### src/verilog/div_macros.svh
`ifndef DIV_MACROS_SVH
`define DIV_MACROS_SVH

// Operand and result width of the whole divide unit
`define DIV_WIDTH 32

// Iteration counter, wide enough to count DIV_WIDTH steps
`define DIV_COUNT_WIDTH 6

// Index of the sign bit
`define DIV_MSB (`DIV_WIDTH - 1)

`endif

### src/verilog/div_pkg.sv
`default_nettype none

`include "div_macros.svh"

package div_pkg;

    typedef logic [`DIV_WIDTH-1:0] div_word_t;

    typedef logic [`DIV_COUNT_WIDTH-1:0] div_count_t;

    // Low two bits of the M-extension funct3
    typedef enum logic [1:0] {
        DIV  = 2'b00,
        DIVU = 2'b01,
        REM  = 2'b10,
        REMU = 2'b11
    } div_op_t;

    typedef enum logic {
        IDLE = 1'b0,
        BUSY = 1'b1
    } div_state_t;

endpackage

`default_nettype wire

### src/verilog/div_unsigned_core.sv
`default_nettype none

`include "div_macros.svh"

module div_unsigned_core (
    input  wire                clk,
    input  wire                rst,
    input  wire                start,
    input  wire div_pkg::div_word_t dividend,
    input  wire div_pkg::div_word_t divisor,
    output logic               ready,
    output logic               valid,
    output logic               error,
    output div_pkg::div_word_t quotient,
    output div_pkg::div_word_t remainder
);

    div_pkg::div_state_t state;
    div_pkg::div_count_t count;
    logic                zero_div_q;
    logic                accept;

    div_pkg::div_word_t  divisor_q;
    div_pkg::div_word_t  quo_q;
    div_pkg::div_word_t  rem_q;

    logic [`DIV_WIDTH:0] partial;
    logic [`DIV_WIDTH:0] diff;

    assign accept = start && (state == div_pkg::IDLE);

    // Partial remainder with the next dividend bit shifted in
    assign partial = {rem_q, quo_q[`DIV_MSB]};
    assign diff    = partial - {1'b0, divisor_q};

    assign ready     = (state == div_pkg::IDLE);
    assign error     = valid && zero_div_q;
    assign quotient  = quo_q;
    assign remainder = rem_q;

    always_ff @(posedge clk) begin
        if (rst) begin
            state      <= div_pkg::IDLE;
            count      <= '0;
            valid      <= 1'b0;
            zero_div_q <= 1'b0;
        end else begin
            valid <= 1'b0;
            case (state)
                div_pkg::IDLE: begin
                    if (accept) begin
                        state      <= div_pkg::BUSY;
                        count      <= '0;
                        zero_div_q <= (divisor == '0);
                    end
                end
                div_pkg::BUSY: begin
                    count <= count + 1'b1;
                    // Last quotient bit lands on this edge
                    if (count == div_pkg::div_count_t'(`DIV_WIDTH - 1)) begin
                        state <= div_pkg::IDLE;
                        valid <= 1'b1;
                    end
                end
                default: begin
                    state <= div_pkg::IDLE;
                end
            endcase
        end
    end

    // Quotient register starts out holding the dividend and
    // fills with quotient bits from the right
    always_ff @(posedge clk) begin
        if (accept) begin
            divisor_q <= divisor;
            quo_q     <= dividend;
            rem_q     <= '0;
        end else if (state == div_pkg::BUSY) begin
            if (!diff[`DIV_WIDTH]) begin
                rem_q <= diff[`DIV_MSB:0];
                quo_q <= {quo_q[`DIV_MSB-1:0], 1'b1};
            end else begin
                rem_q <= partial[`DIV_MSB:0];
                quo_q <= {quo_q[`DIV_MSB-1:0], 1'b0};
            end
        end
    end

endmodule

`default_nettype wire

### src/verilog/div_signed.sv
`default_nettype none

`include "div_macros.svh"

module div_signed (
    input  wire                clk,
    input  wire                rst,
    input  wire                start,
    input  wire                is_signed,
    input  wire div_pkg::div_word_t dividend,
    input  wire div_pkg::div_word_t divisor,
    output logic               ready,
    output logic               valid,
    output logic               error,
    output div_pkg::div_word_t quotient,
    output div_pkg::div_word_t remainder
);

    div_pkg::div_state_t state;
    logic                quo_neg_q;
    logic                rem_neg_q;
    logic                accept;

    logic                dividend_neg;
    logic                divisor_neg;
    div_pkg::div_word_t  abs_dividend;
    div_pkg::div_word_t  abs_divisor;
    div_pkg::div_word_t  core_quotient;
    div_pkg::div_word_t  core_remainder;

    assign dividend_neg = is_signed && dividend[`DIV_MSB];
    assign divisor_neg  = is_signed && divisor[`DIV_MSB];

    // Most negative value maps to itself, which is its magnitude unsigned
    assign abs_dividend = dividend_neg ? '0 - dividend : dividend;
    assign abs_divisor  = divisor_neg ? '0 - divisor : divisor;

    assign accept = start && ready;

    div_unsigned_core i_div_unsigned_core (
        .clk       (clk),
        .rst       (rst),
        .start     (start),
        .dividend  (abs_dividend),
        .divisor   (abs_divisor),
        .ready     (ready),
        .valid     (valid),
        .error     (error),
        .quotient  (core_quotient),
        .remainder (core_remainder)
    );

    // Divide by zero keeps the all-ones quotient, remainder gets its sign back
    assign quotient  = (quo_neg_q && !error) ? '0 - core_quotient : core_quotient;
    assign remainder = rem_neg_q ? '0 - core_remainder : core_remainder;

    always_ff @(posedge clk) begin
        if (rst) begin
            state     <= div_pkg::IDLE;
            quo_neg_q <= 1'b0;
            rem_neg_q <= 1'b0;
        end else begin
            case (state)
                div_pkg::IDLE: begin
                    if (accept) begin
                        state     <= div_pkg::BUSY;
                        quo_neg_q <= dividend_neg ^ divisor_neg;
                        rem_neg_q <= dividend_neg;
                    end
                end
                div_pkg::BUSY: begin
                    // Core is ready again in its valid cycle
                    if (valid) begin
                        if (accept) begin
                            quo_neg_q <= dividend_neg ^ divisor_neg;
                            rem_neg_q <= dividend_neg;
                        end else begin
                            state <= div_pkg::IDLE;
                        end
                    end
                end
                default: begin
                    state <= div_pkg::IDLE;
                end
            endcase
        end
    end

endmodule

`default_nettype wire

### src/verilog/div_unit.sv
`default_nettype none

module div_unit (
    input  wire                clk,
    input  wire                rst,
    input  wire                start,
    input  wire div_pkg::div_op_t   op,
    input  wire div_pkg::div_word_t dividend,
    input  wire div_pkg::div_word_t divisor,
    output logic               ready,
    output logic               valid,
    output logic               error,
    output div_pkg::div_word_t result
);

    logic               busy;
    logic               want_rem_q;
    logic               accept;
    logic               is_signed;
    logic               want_rem;

    logic               sub_ready;
    logic               sub_valid;
    logic               sub_error;
    div_pkg::div_word_t sub_quotient;
    div_pkg::div_word_t sub_remainder;

    // Stays low through the inner valid cycle until the result is registered
    assign ready  = !busy && sub_ready;
    assign accept = start && ready;

    assign is_signed = (op == div_pkg::DIV) || (op == div_pkg::REM);
    assign want_rem  = (op == div_pkg::REM) || (op == div_pkg::REMU);

    div_signed i_div_signed (
        .clk       (clk),
        .rst       (rst),
        .start     (accept),
        .is_signed (is_signed),
        .dividend  (dividend),
        .divisor   (divisor),
        .ready     (sub_ready),
        .valid     (sub_valid),
        .error     (sub_error),
        .quotient  (sub_quotient),
        .remainder (sub_remainder)
    );

    always_ff @(posedge clk) begin
        if (rst) begin
            busy       <= 1'b0;
            want_rem_q <= 1'b0;
            valid      <= 1'b0;
            error      <= 1'b0;
            result     <= '0;
        end else begin
            valid <= 1'b0;
            error <= 1'b0;
            if (accept) begin
                busy       <= 1'b1;
                want_rem_q <= want_rem;
            end else if (busy && sub_valid) begin
                busy  <= 1'b0;
                valid <= 1'b1;
                error <= sub_error;
                // Held here until the next operation completes
                result <= want_rem_q ? sub_remainder : sub_quotient;
            end
        end
    end

endmodule

`default_nettype wire

### config.mk
export PLATFORM = sky130hd
export DESIGN_NAME = div_unit
export DESIGN_NICKNAME = d
export VERILOG_FILES = /design/src/verilog/div_pkg.sv /design/src/verilog/div_unsigned_core.sv /design/src/verilog/div_signed.sv /design/src/verilog/div_unit.sv
export VERILOG_INCLUDE_DIRS = /design/src /design/src/verilog
export SDC_FILE = /design/constraint.sdc
export NUM_CORES = 1
export LEC_CHECK = 0
export BUFFER_PORTS_ARGS = -buffer_cell sky130_fd_sc_hd__clkbuf_2
export CORE_AREA = 2 2 141 156
export CTS_BUF_LIST = sky130_fd_sc_hd__clkbuf_2
export CTS_CLUSTER_DIAMETER = 200
export DETAILED_ROUTE_END_ITERATION = 7
export DIE_AREA = 0 0 143 158
export PLACE_DENSITY = 0.82
export SYNTH_ARGS = -nofsm -noshare
export SYNTH_HDL_FRONTEND = slang
export SYNTH_SLANG_ARGS = --single-unit
### constraint.sdc
create_clock -name clk -period 3.14 [get_ports clk]
set_clock_uncertainty 0.15 [all_clocks]
set_input_delay 0.471 -clock clk [delete_from_list [all_inputs] [get_ports clk]]
set_output_delay 0.471 -clock clk [all_outputs]
set_load 0.01 [all_outputs]
==> results of run 1 <==
-- kinds of logic after synthesis --
group,Yosys count
xor+xnor,137
fa+ha+maj,39
mux,5
buf+inv,130
flops,144
compound gates,356
simple gates,444
-- sequential cells by signal (all words and copies together) (netlist names) --
signal,flops
i_div_signed.rem_neg_q,1
want_rem_q,1
i_div_signed.i_div_unsigned_core.zero_div_q,1
result,32
i_div_signed.i_div_unsigned_core.state,1
busy,1
i_div_signed.i_div_unsigned_core.quotient,32
i_div_signed.i_div_unsigned_core.divisor_q,32
i_div_signed.quo_neg_q,1
i_div_signed.state,1
i_div_signed.i_div_unsigned_core.valid,1
valid,1
i_div_signed.i_div_unsigned_core.remainder,32
i_div_signed.i_div_unsigned_core.count,6
error,1
-- power breakdown --
part | switching (mW) | internal (mW) | leakage (nW)
Clock | 0.755 | 0.385 | 0.150
Combinational | 2.77 | 2.08 | 3.82
Sequential | 0.365 | 2.31 | 1.27
-- placed cells by master (no fill, tap or decap), types with 5 or more instances in the layout --
cell type / n
a211oi_1: 11
a21o_1: 9
a21oi_1: 98
a31oi_1: 14
and2_1: 9
and3_1: 9
buf_4: 89
buf_6: 13
clkbuf_2: 123
dfxtp_1: 79
dlygate4sd3_1: 66
edfxtp_1: 64
ha_1: 37
inv_1: 63
nand2_1: 172
nand2b_1: 14
nand3_1: 24
nand4_1: 13
nor2_1: 83
nor2b_1: 10
nor3_1: 38
nor4_1: 16
nor4_4: 5
o211ai_1: 44
o21a_1: 9
o21ai_0: 83
o21bai_1: 5
o311ai_0: 6
o31ai_1: 17
o41ai_1: 5
or3_1: 10
or4_1: 8
xnor2_1: 61
xor2_1: 76
-- critical path, stage by stage (launching register included) --
cell	delay [ns]
edfxtp_1	0.47
ha_4	0.19
fa_2	0.37
nor2b_4	0.16
o31ai_4	0.09
a31oi_2	0.21
a22o_1	0.26
o21bai_2	0.12
a21oi_2	0.22
buf_4	0.16
nor4_4	0.05
or4b_4	0.52
o221ai_1	0.19
-- how the worst max path moves through the flow --
stage	start	to	slack, ns	cells past startpoint
floorplan	i_div_signed.i_div_unsigned_core.divisor_q[0]	i_div_signed.i_div_unsigned_core.remainder[1]	0.04	12
global placement	i_div_signed.i_div_unsigned_core.divisor_q[4]	i_div_signed.i_div_unsigned_core.remainder[29]	-0.02	11
detailed placement	i_div_signed.i_div_unsigned_core.quotient[31]	i_div_signed.i_div_unsigned_core.remainder[14]	-0.10	13
CTS	i_div_signed.i_div_unsigned_core.quotient[31]	i_div_signed.i_div_unsigned_core.quotient[0]	0.006	12
global route	i_div_signed.i_div_unsigned_core.quotient[31]	i_div_signed.i_div_unsigned_core.remainder[14]	-0.21	15
finish	i_div_signed.i_div_unsigned_core.divisor_q[0]	i_div_signed.i_div_unsigned_core.remainder[31]	-0.08	12
-- stage by stage --
step / cells / util, % / setup TNS (ns)
2_1_floorplan: 1255 / - / 0
3_3_place_gp: 1669 / 55.1 / -0.0170
3_5_place_dp: 1669 / 55.1 / -0.630
4_1_cts: 1767 / 59.4 / 0
5_1_grt: 1789 / 61.2 / -3.79
6_report: 1789 / 61.2 / -0.611
-- routing by layer --
| metal | global-route usage, % | up-vias | share of wire, % |
|---|---|---|---|
| li1 | - | 5007 | - |
| met1 | 32.4 | 4941 | 38 |
| met2 | 47.7 | 514 | 50 |
| met3 | 4.02 | 144 | 6.3 |
| met4 | 15.0 | 0 | 5.6 |
| met5 | 0 | - | 0 |
-- final cells by class --
type | instances | share of cell area [%]
multi-input cells | 982 | 50.0
flip-flops and latches | 144 | 27.3
repair buffers | 276 | 16.2
well taps | 290 | 2.81
inverters | 64 | 1.86
clock inverters | 12 | 1.06
clock buffers | 20 | 0.775
diodes | 1 | 0.0194
-- cell usage after synthesis (all sizes together) (15+ instances only) --
master / instances / share of area, %
nor4: 23 / 2.2
nor2: 84 / 3.1
clkbuf: 50 / 1.8
o211ai: 44 / 3.2
buf: 16 / 0.94
a31oi: 15 / 0.91
a21oi: 103 / 5.1
xor2: 76 / 6.4
nand3: 26 / 1.3
ha: 38 / 4.6
edfxtp: 64 / 19
nand2: 174 / 6.3
o21ai: 86 / 4.2
dfxtp: 80 / 16
o31ai: 20 / 1.5
xnor2: 61 / 5.2
nor3: 40 / 2.0
inv: 64 / 2.3
-- timing repair --
item                                   4_1_cts  5_1_grt
setup buffers                                2       15
hold buffers                                64        2
gates resized for setup                      6       46
pin swaps                                    1       23
gates cloned                                 0        4
setup endpoints to repair                   20       34
endpoints found under the hold margin       64        2
==> metrics.csv, run 1 <==
stage;metric;value;unit
status;status;finished with violations;
status;violated checks;setup timing;
route;DR WL/cell;17.9;um
synth;XOR/XNOR Fraction of Synth Area;11.6;%
placed_design;port bufs;103;
synth;complex-gate fraction of the synthesized area;22.4;%
floorplanning;Site Rows;56;
cts;Reg clk slew, reported paths;0.21;ns
placed_design;pre-CTS setup slack;-0.101;ns
finish;share of layout cells above drive strength 1;19.6;%
synth;Simple-Gate Fraction of Synth Area;21.5;%
worst_setup_path;Worst R2R Start;i_div_signed.i_div_unsigned_core.divisor_q[0];
route;vias;10600;
pwr;Leak;5.24;nW
cts;htree depth;4;
synth;sequential area share after synthesis;34.1;%
timing;Pins Over Slew Limit;0;
route;DRT iter0 DRCs;1115;
pwr;cell area power density;671;nW/um^2
worst_setup_path;FF-to-FF End;i_div_signed.i_div_unsigned_core.remainder[31];
cts;clk sinks;144;
timing;worst hold slack;0.0361;ns
finish;Register Area;3520;sq um
worst_setup_path;Worst Path Arrival;3.79;ns
timing;Slew @ Worst Pin;1.11;ns
pwr;overall power;8.66;mW
flow_run;Max Cap Viol;0;
synth;mux cell area share after synthesis;0.496;%
placed_design;post-DP HPWL;21.9;mm
floorplanning;die area;22600;sq um
global_routing;gr usage total;27.4;%
route;DRT Pass-1 Iters;5;
worst_setup_path;Crit Path Max Fanout;4;
global_routing;initial antenna violation count;1;
cts;clock root cell;clkbuf_2;
finish;Layout area overhead;25.0;%
placed_design;final weighted congestion in routability-driven placement;0.946;
timing;Peak Freq;0.311;GHz
route;DR vias/cell;5.93;
route;DR DRC count;0;
cts;Max Root-Sink Buffers;2;
synth;combinational family with the most area after synthesis;compound AO/OA/AOI/OAI gates;
worst_hold_path;Worst Hold Path EP;i_div_signed.quo_neg_q;
worst_setup_path;nature of the critical path startpoint;flop;
floorplanning;Die Y;158;um
timing;# setup viols final;16;
synth;adder-cell share of the synthesized area;4.80;%
worst_setup_path;R2R Setup Slk;-0.08;ns
timing;Final Critical Period;3.22;ns
synth;Post-synth EDFFs;64;
timing;Max-slew headroom;25.7;%
worst_setup_path;r2r worst-path depth;12;
cts;CTS tree;yes;
route;Final ANT Viol Nets;0;
cts;total CTS buffers;17;
global_routing;global-route wire length before repair;48.9;mm
floorplanning;Starting Density;49.0;%
global_routing;grt total ovfl;0;
finish;Multi-input gate area;6450;sq um
worst_hold_path;worst hold-check path type;in2reg;
timing;Hold Fails Final Rpt;0;
synth;#FFs+latches synth;144;
worst_hold_path;Hold Path Origin;op[0];
timing;RSZ-0062 raised after global routing;yes;
timing;final worst slack;-0.0751;ns
global_routing;vias in the first global route;9875;
finish;fin area;12900;sq um
synth;Distinct cells, synth;78;
cts;worst skew pair latency;0.82;ns
worst_hold_path;Hold Path Stages;5;
pwr;maximum VDD drop;0.000440;V
synth;prevailing post-synth register cell;dfxtp_1;
placed_design;placed inst area;11600;sq um
worst_setup_path;Crit. End Element;flop;
finish;Fillers;1716;
synth;yosys warns;0;
route;routed wire length;32.0;mm
timing;part of the cycle the worst path needs;102;%
synth;mapped cell area;10300;sq um
worst_setup_path;Req. time, crit path;3.71;ns
floorplanning;num ports;104;
synth;Synth Instances;1255;
synth;Mean Syn Cell Area;8.23;sq um
synth;FFs w/ async S/R, synth;0;%
finish;Post-layout nets;1593;
global_routing;largest net degree at the start of global routing;72;
synth;Mapped Nets;1363;
floorplanning;DIE WIDTH;143;um
floorplanning;Core ar.;21100;sq um
worst_setup_path;crit path kind;reg2reg;
(Power assumes the default switching activity.)
==> run 2, diff against run 1 <==
--- a/config.mk
+++ b/config.mk
@@ -12,6 +12,7 @@
 export CTS_CLUSTER_DIAMETER = 200
 export DETAILED_ROUTE_END_ITERATION = 7
 export DIE_AREA = 0 0 143 158
+export GPL_TIMING_DRIVEN = 0
 export PLACE_DENSITY = 0.82
 export SYNTH_ARGS = -nofsm -noshare
 export SYNTH_HDL_FRONTEND = slang
==> metrics.csv, run 2 (synthesis gave the netlist of run 1 again) <==
stage;metric;value;unit;change
status;status;finished with violations;;unchanged
status;violated checks;setup timing;;unchanged
floorplanning;Starting Density;49.0;%;unchanged
placed_design;post-DP HPWL;23.6;mm;was 21.9 mm
global_routing;global-route wire length before repair;51.4;mm;was 48.9 mm
cts;worst skew pair latency;0.77;ns;was 0.82 ns
route;DR DRC count;0;;unchanged
route;DRT iter0 DRCs;1234;;was 1115
route;DRT Pass-1 Iters;6;;was 5
floorplanning;DIE WIDTH;143;um;unchanged
pwr;Leak;4.98;nW;was 5.24 nW
finish;Fillers;1742;;was 1716
route;Final ANT Viol Nets;0;;unchanged
global_routing;global-route track usage on met1;36.6;%;was 32.4%
finish;Multi-input gate area;6550;sq um;was 6450 sq um
cts;htree depth;4;;unchanged
global_routing;initial antenna violation count;1;;unchanged
cts;Reg clk slew, reported paths;0.22;ns;was 0.21 ns
timing;RSZ-0062 raised after global routing;yes;;unchanged
global_routing;vias in the first global route;10300;;was 9875
cts;clk sinks;144;;unchanged
cts;total CTS buffers;17;;unchanged
global_routing;largest net degree at the start of global routing;28;;was 72
route;DR vias/cell;6.09;;was 5.93
timing;Slew @ Worst Pin;0.870;ns;was 1.11 ns
cts;Max Root-Sink Buffers;2;;unchanged
timing;# setup viols final;9;;was 16
worst_setup_path;nature of the critical path startpoint;flop;;unchanged
worst_setup_path;Req. time, crit path;3.67;ns;was 3.71 ns
finish;Layout area overhead;23.5;%;was 25.0%
floorplanning;Core ar.;21100;sq um;unchanged
global_routing;GR Util met2;48.7;%;was 47.7%
placed_design;final weighted congestion in routability-driven placement;0.989;;was 0.946
finish;Register Area;3550;sq um;was 3520 sq um
finish;fin area;12800;sq um;was 12900 sq um
pwr;overall power;8.55;mW;was 8.66 mW
global_routing;GRT Max-Usage Layer;met2;;unchanged
global_routing;grt total ovfl;0;;unchanged
timing;Peak Freq;0.305;GHz;was 0.311 GHz
floorplanning;die area;22600;sq um;unchanged
placed_design;port bufs;103;;unchanged
finish;Post-Route Utilization;60.5;%;was 61.2%
global_routing;met3 usage;4.14;%;was 4.02%
finish;most common cell after layout, fill and taps aside;nand2_1;;unchanged
timing;part of the cycle the worst path needs;104;%;was 102%
route;DR WL/cell;19.0;um;was 17.9 um
worst_setup_path;Worst Path Arrival;3.80;ns;was 3.79 ns
pwr;maximum VDD drop;0.000427;V;was 0.000440 V
timing;final worst slack;-0.136;ns;was -0.0751 ns
finish;share of layout cells above drive strength 1;17.5;%;was 19.6%
finish;Post-layout nets;1579;;was 1593
pwr;cell area power density;670;nW/um^2;was 671 nW/um^2
worst_setup_path;crit path kind;reg2reg;;unchanged
finish;most frequent cells in the layout;nand2_1, clkbuf_2, a21oi_1, o21ai_0, nor2_1;;was nand2_1, clkbuf_2, a21oi_1, buf_4
floorplanning;Site Rows;56;;unchanged
placed_design;placed inst area;11200;sq um;was 11600 sq um
timing;Max-slew headroom;42.0;%;was 25.7%
worst_setup_path;Crit. End Element;flop;;unchanged
flow_run;Max Cap Viol;0;;unchanged
timing;Pins Over Slew Limit;0;;unchanged
worst_setup_path;Crit Path Max Fanout;4;;unchanged
timing;Hold Fails Final Rpt;0;;unchanged
floorplanning;Die Y;158;um;unchanged
route;routed wire length;33.7;mm;was 32.0 mm
timing;Final Critical Period;3.28;ns;was 3.22 ns
cts;CTS tree;yes;;unchanged
worst_hold_path;worst hold-check path type;in2reg;;unchanged
floorplanning;num ports;104;;unchanged
cts;clock root cell;clkbuf_2;;unchanged
global_routing;gr usage total;29.0;%;was 27.4%
route;vias;10800;;was 10600
## run 2: cell types whose count changed in the layout (fill, tap and decap cells not counted), sizes merged
cell and change:
buf -59, clkbuf +47, clkinvlp +4, inv -4
dlygate4sd3 -3, bufinv +1, clkinv +1, diode +1
nand2 -1
## run 2: what timing repair did
item / CTS / global route
gates resized for setup: 52 / 45
hold buffers: 63 / 0
hold endpoints to repair: 63 / 0
endpoints found under the setup margin: 67 / 45
gates cloned: 3 / 2
pin swaps: 17 / 26
buffers inserted: 16 / 11
## run 2: layout make-up
type                       instances  area share [%]
tap                              290            2.84
buffer                            64            2.51
inverter                          64            1.91
timing repair inverter             1          0.0589
timing repair buffer             198            11.4
antenna                            2          0.0392
clock buffer                      19           0.745
clock inverter                    13            1.28
multi-input combinational        981            51.3
sequential                       144            27.8
## run 2: worst paths after layout
path / to / cells after the start / slack, ns / start
worst max register to register: i_div_signed.i_div_unsigned_core.remainder[0] / 13 / -0.14 / i_div_signed.i_div_unsigned_core.divisor_q[0]
worst min-delay path: i_div_signed.i_div_unsigned_core.divisor_q[31] / 2 / 0.05 / divisor[31]
worst min register to register: result[16] / 2 / 0.32 / result[16]
worst max-delay path: i_div_signed.i_div_unsigned_core.remainder[0] / 13 / -0.14 / i_div_signed.i_div_unsigned_core.divisor_q[0]
## run 2: report_power, final
group | switching [mW] | leakage [nW] | internal [mW]
Sequential | 0.556 | 1.27 | 2.33
Combinational | 2.58 | 3.57 | 1.90
Clock | 0.732 | 0.146 | 0.452
## run 2: metrics by stage
| stage | hold WS, ns | cells | TNS [ns] | setup slack (ns) |
|---|---|---|---|---|
| after floorplan | 0.289 | 1255 | 0 | 0.0365 |
| after global placement | 0.291 | 1648 | -28.61 | -0.594 |
| after detailed placement | 0.295 | 1649 | -20.17 | -0.672 |
| after CTS | 0.0197 | 1763 | -0.777 | -0.108 |
| after global routing | 0.00650 | 1776 | -3.15 | -0.210 |
| final | 0.0550 | 1776 | -0.586 | -0.136 |
## run 2: per-layer routing
layer	share of wire, %	vias to the layer above
met4	4.5	0
met3	8.4	130
met2	48	571
li1	-	4993
met1	39	5125
met5	0	-
## run 2: critical path, cell delays in order, from the launching register on
cell      delay [ns]
edfxtp_1        0.48
ha_4            0.19
fa_2            0.36
nor2b_4         0.16
o31ai_4         0.07
a31oi_2         0.22
a22o_2          0.23
o21bai_4        0.09
a21oi_4         0.23
o31a_1          0.30
buf_4           0.17
buf_4           0.13
o21ai_0         0.13
a32o_1          0.26
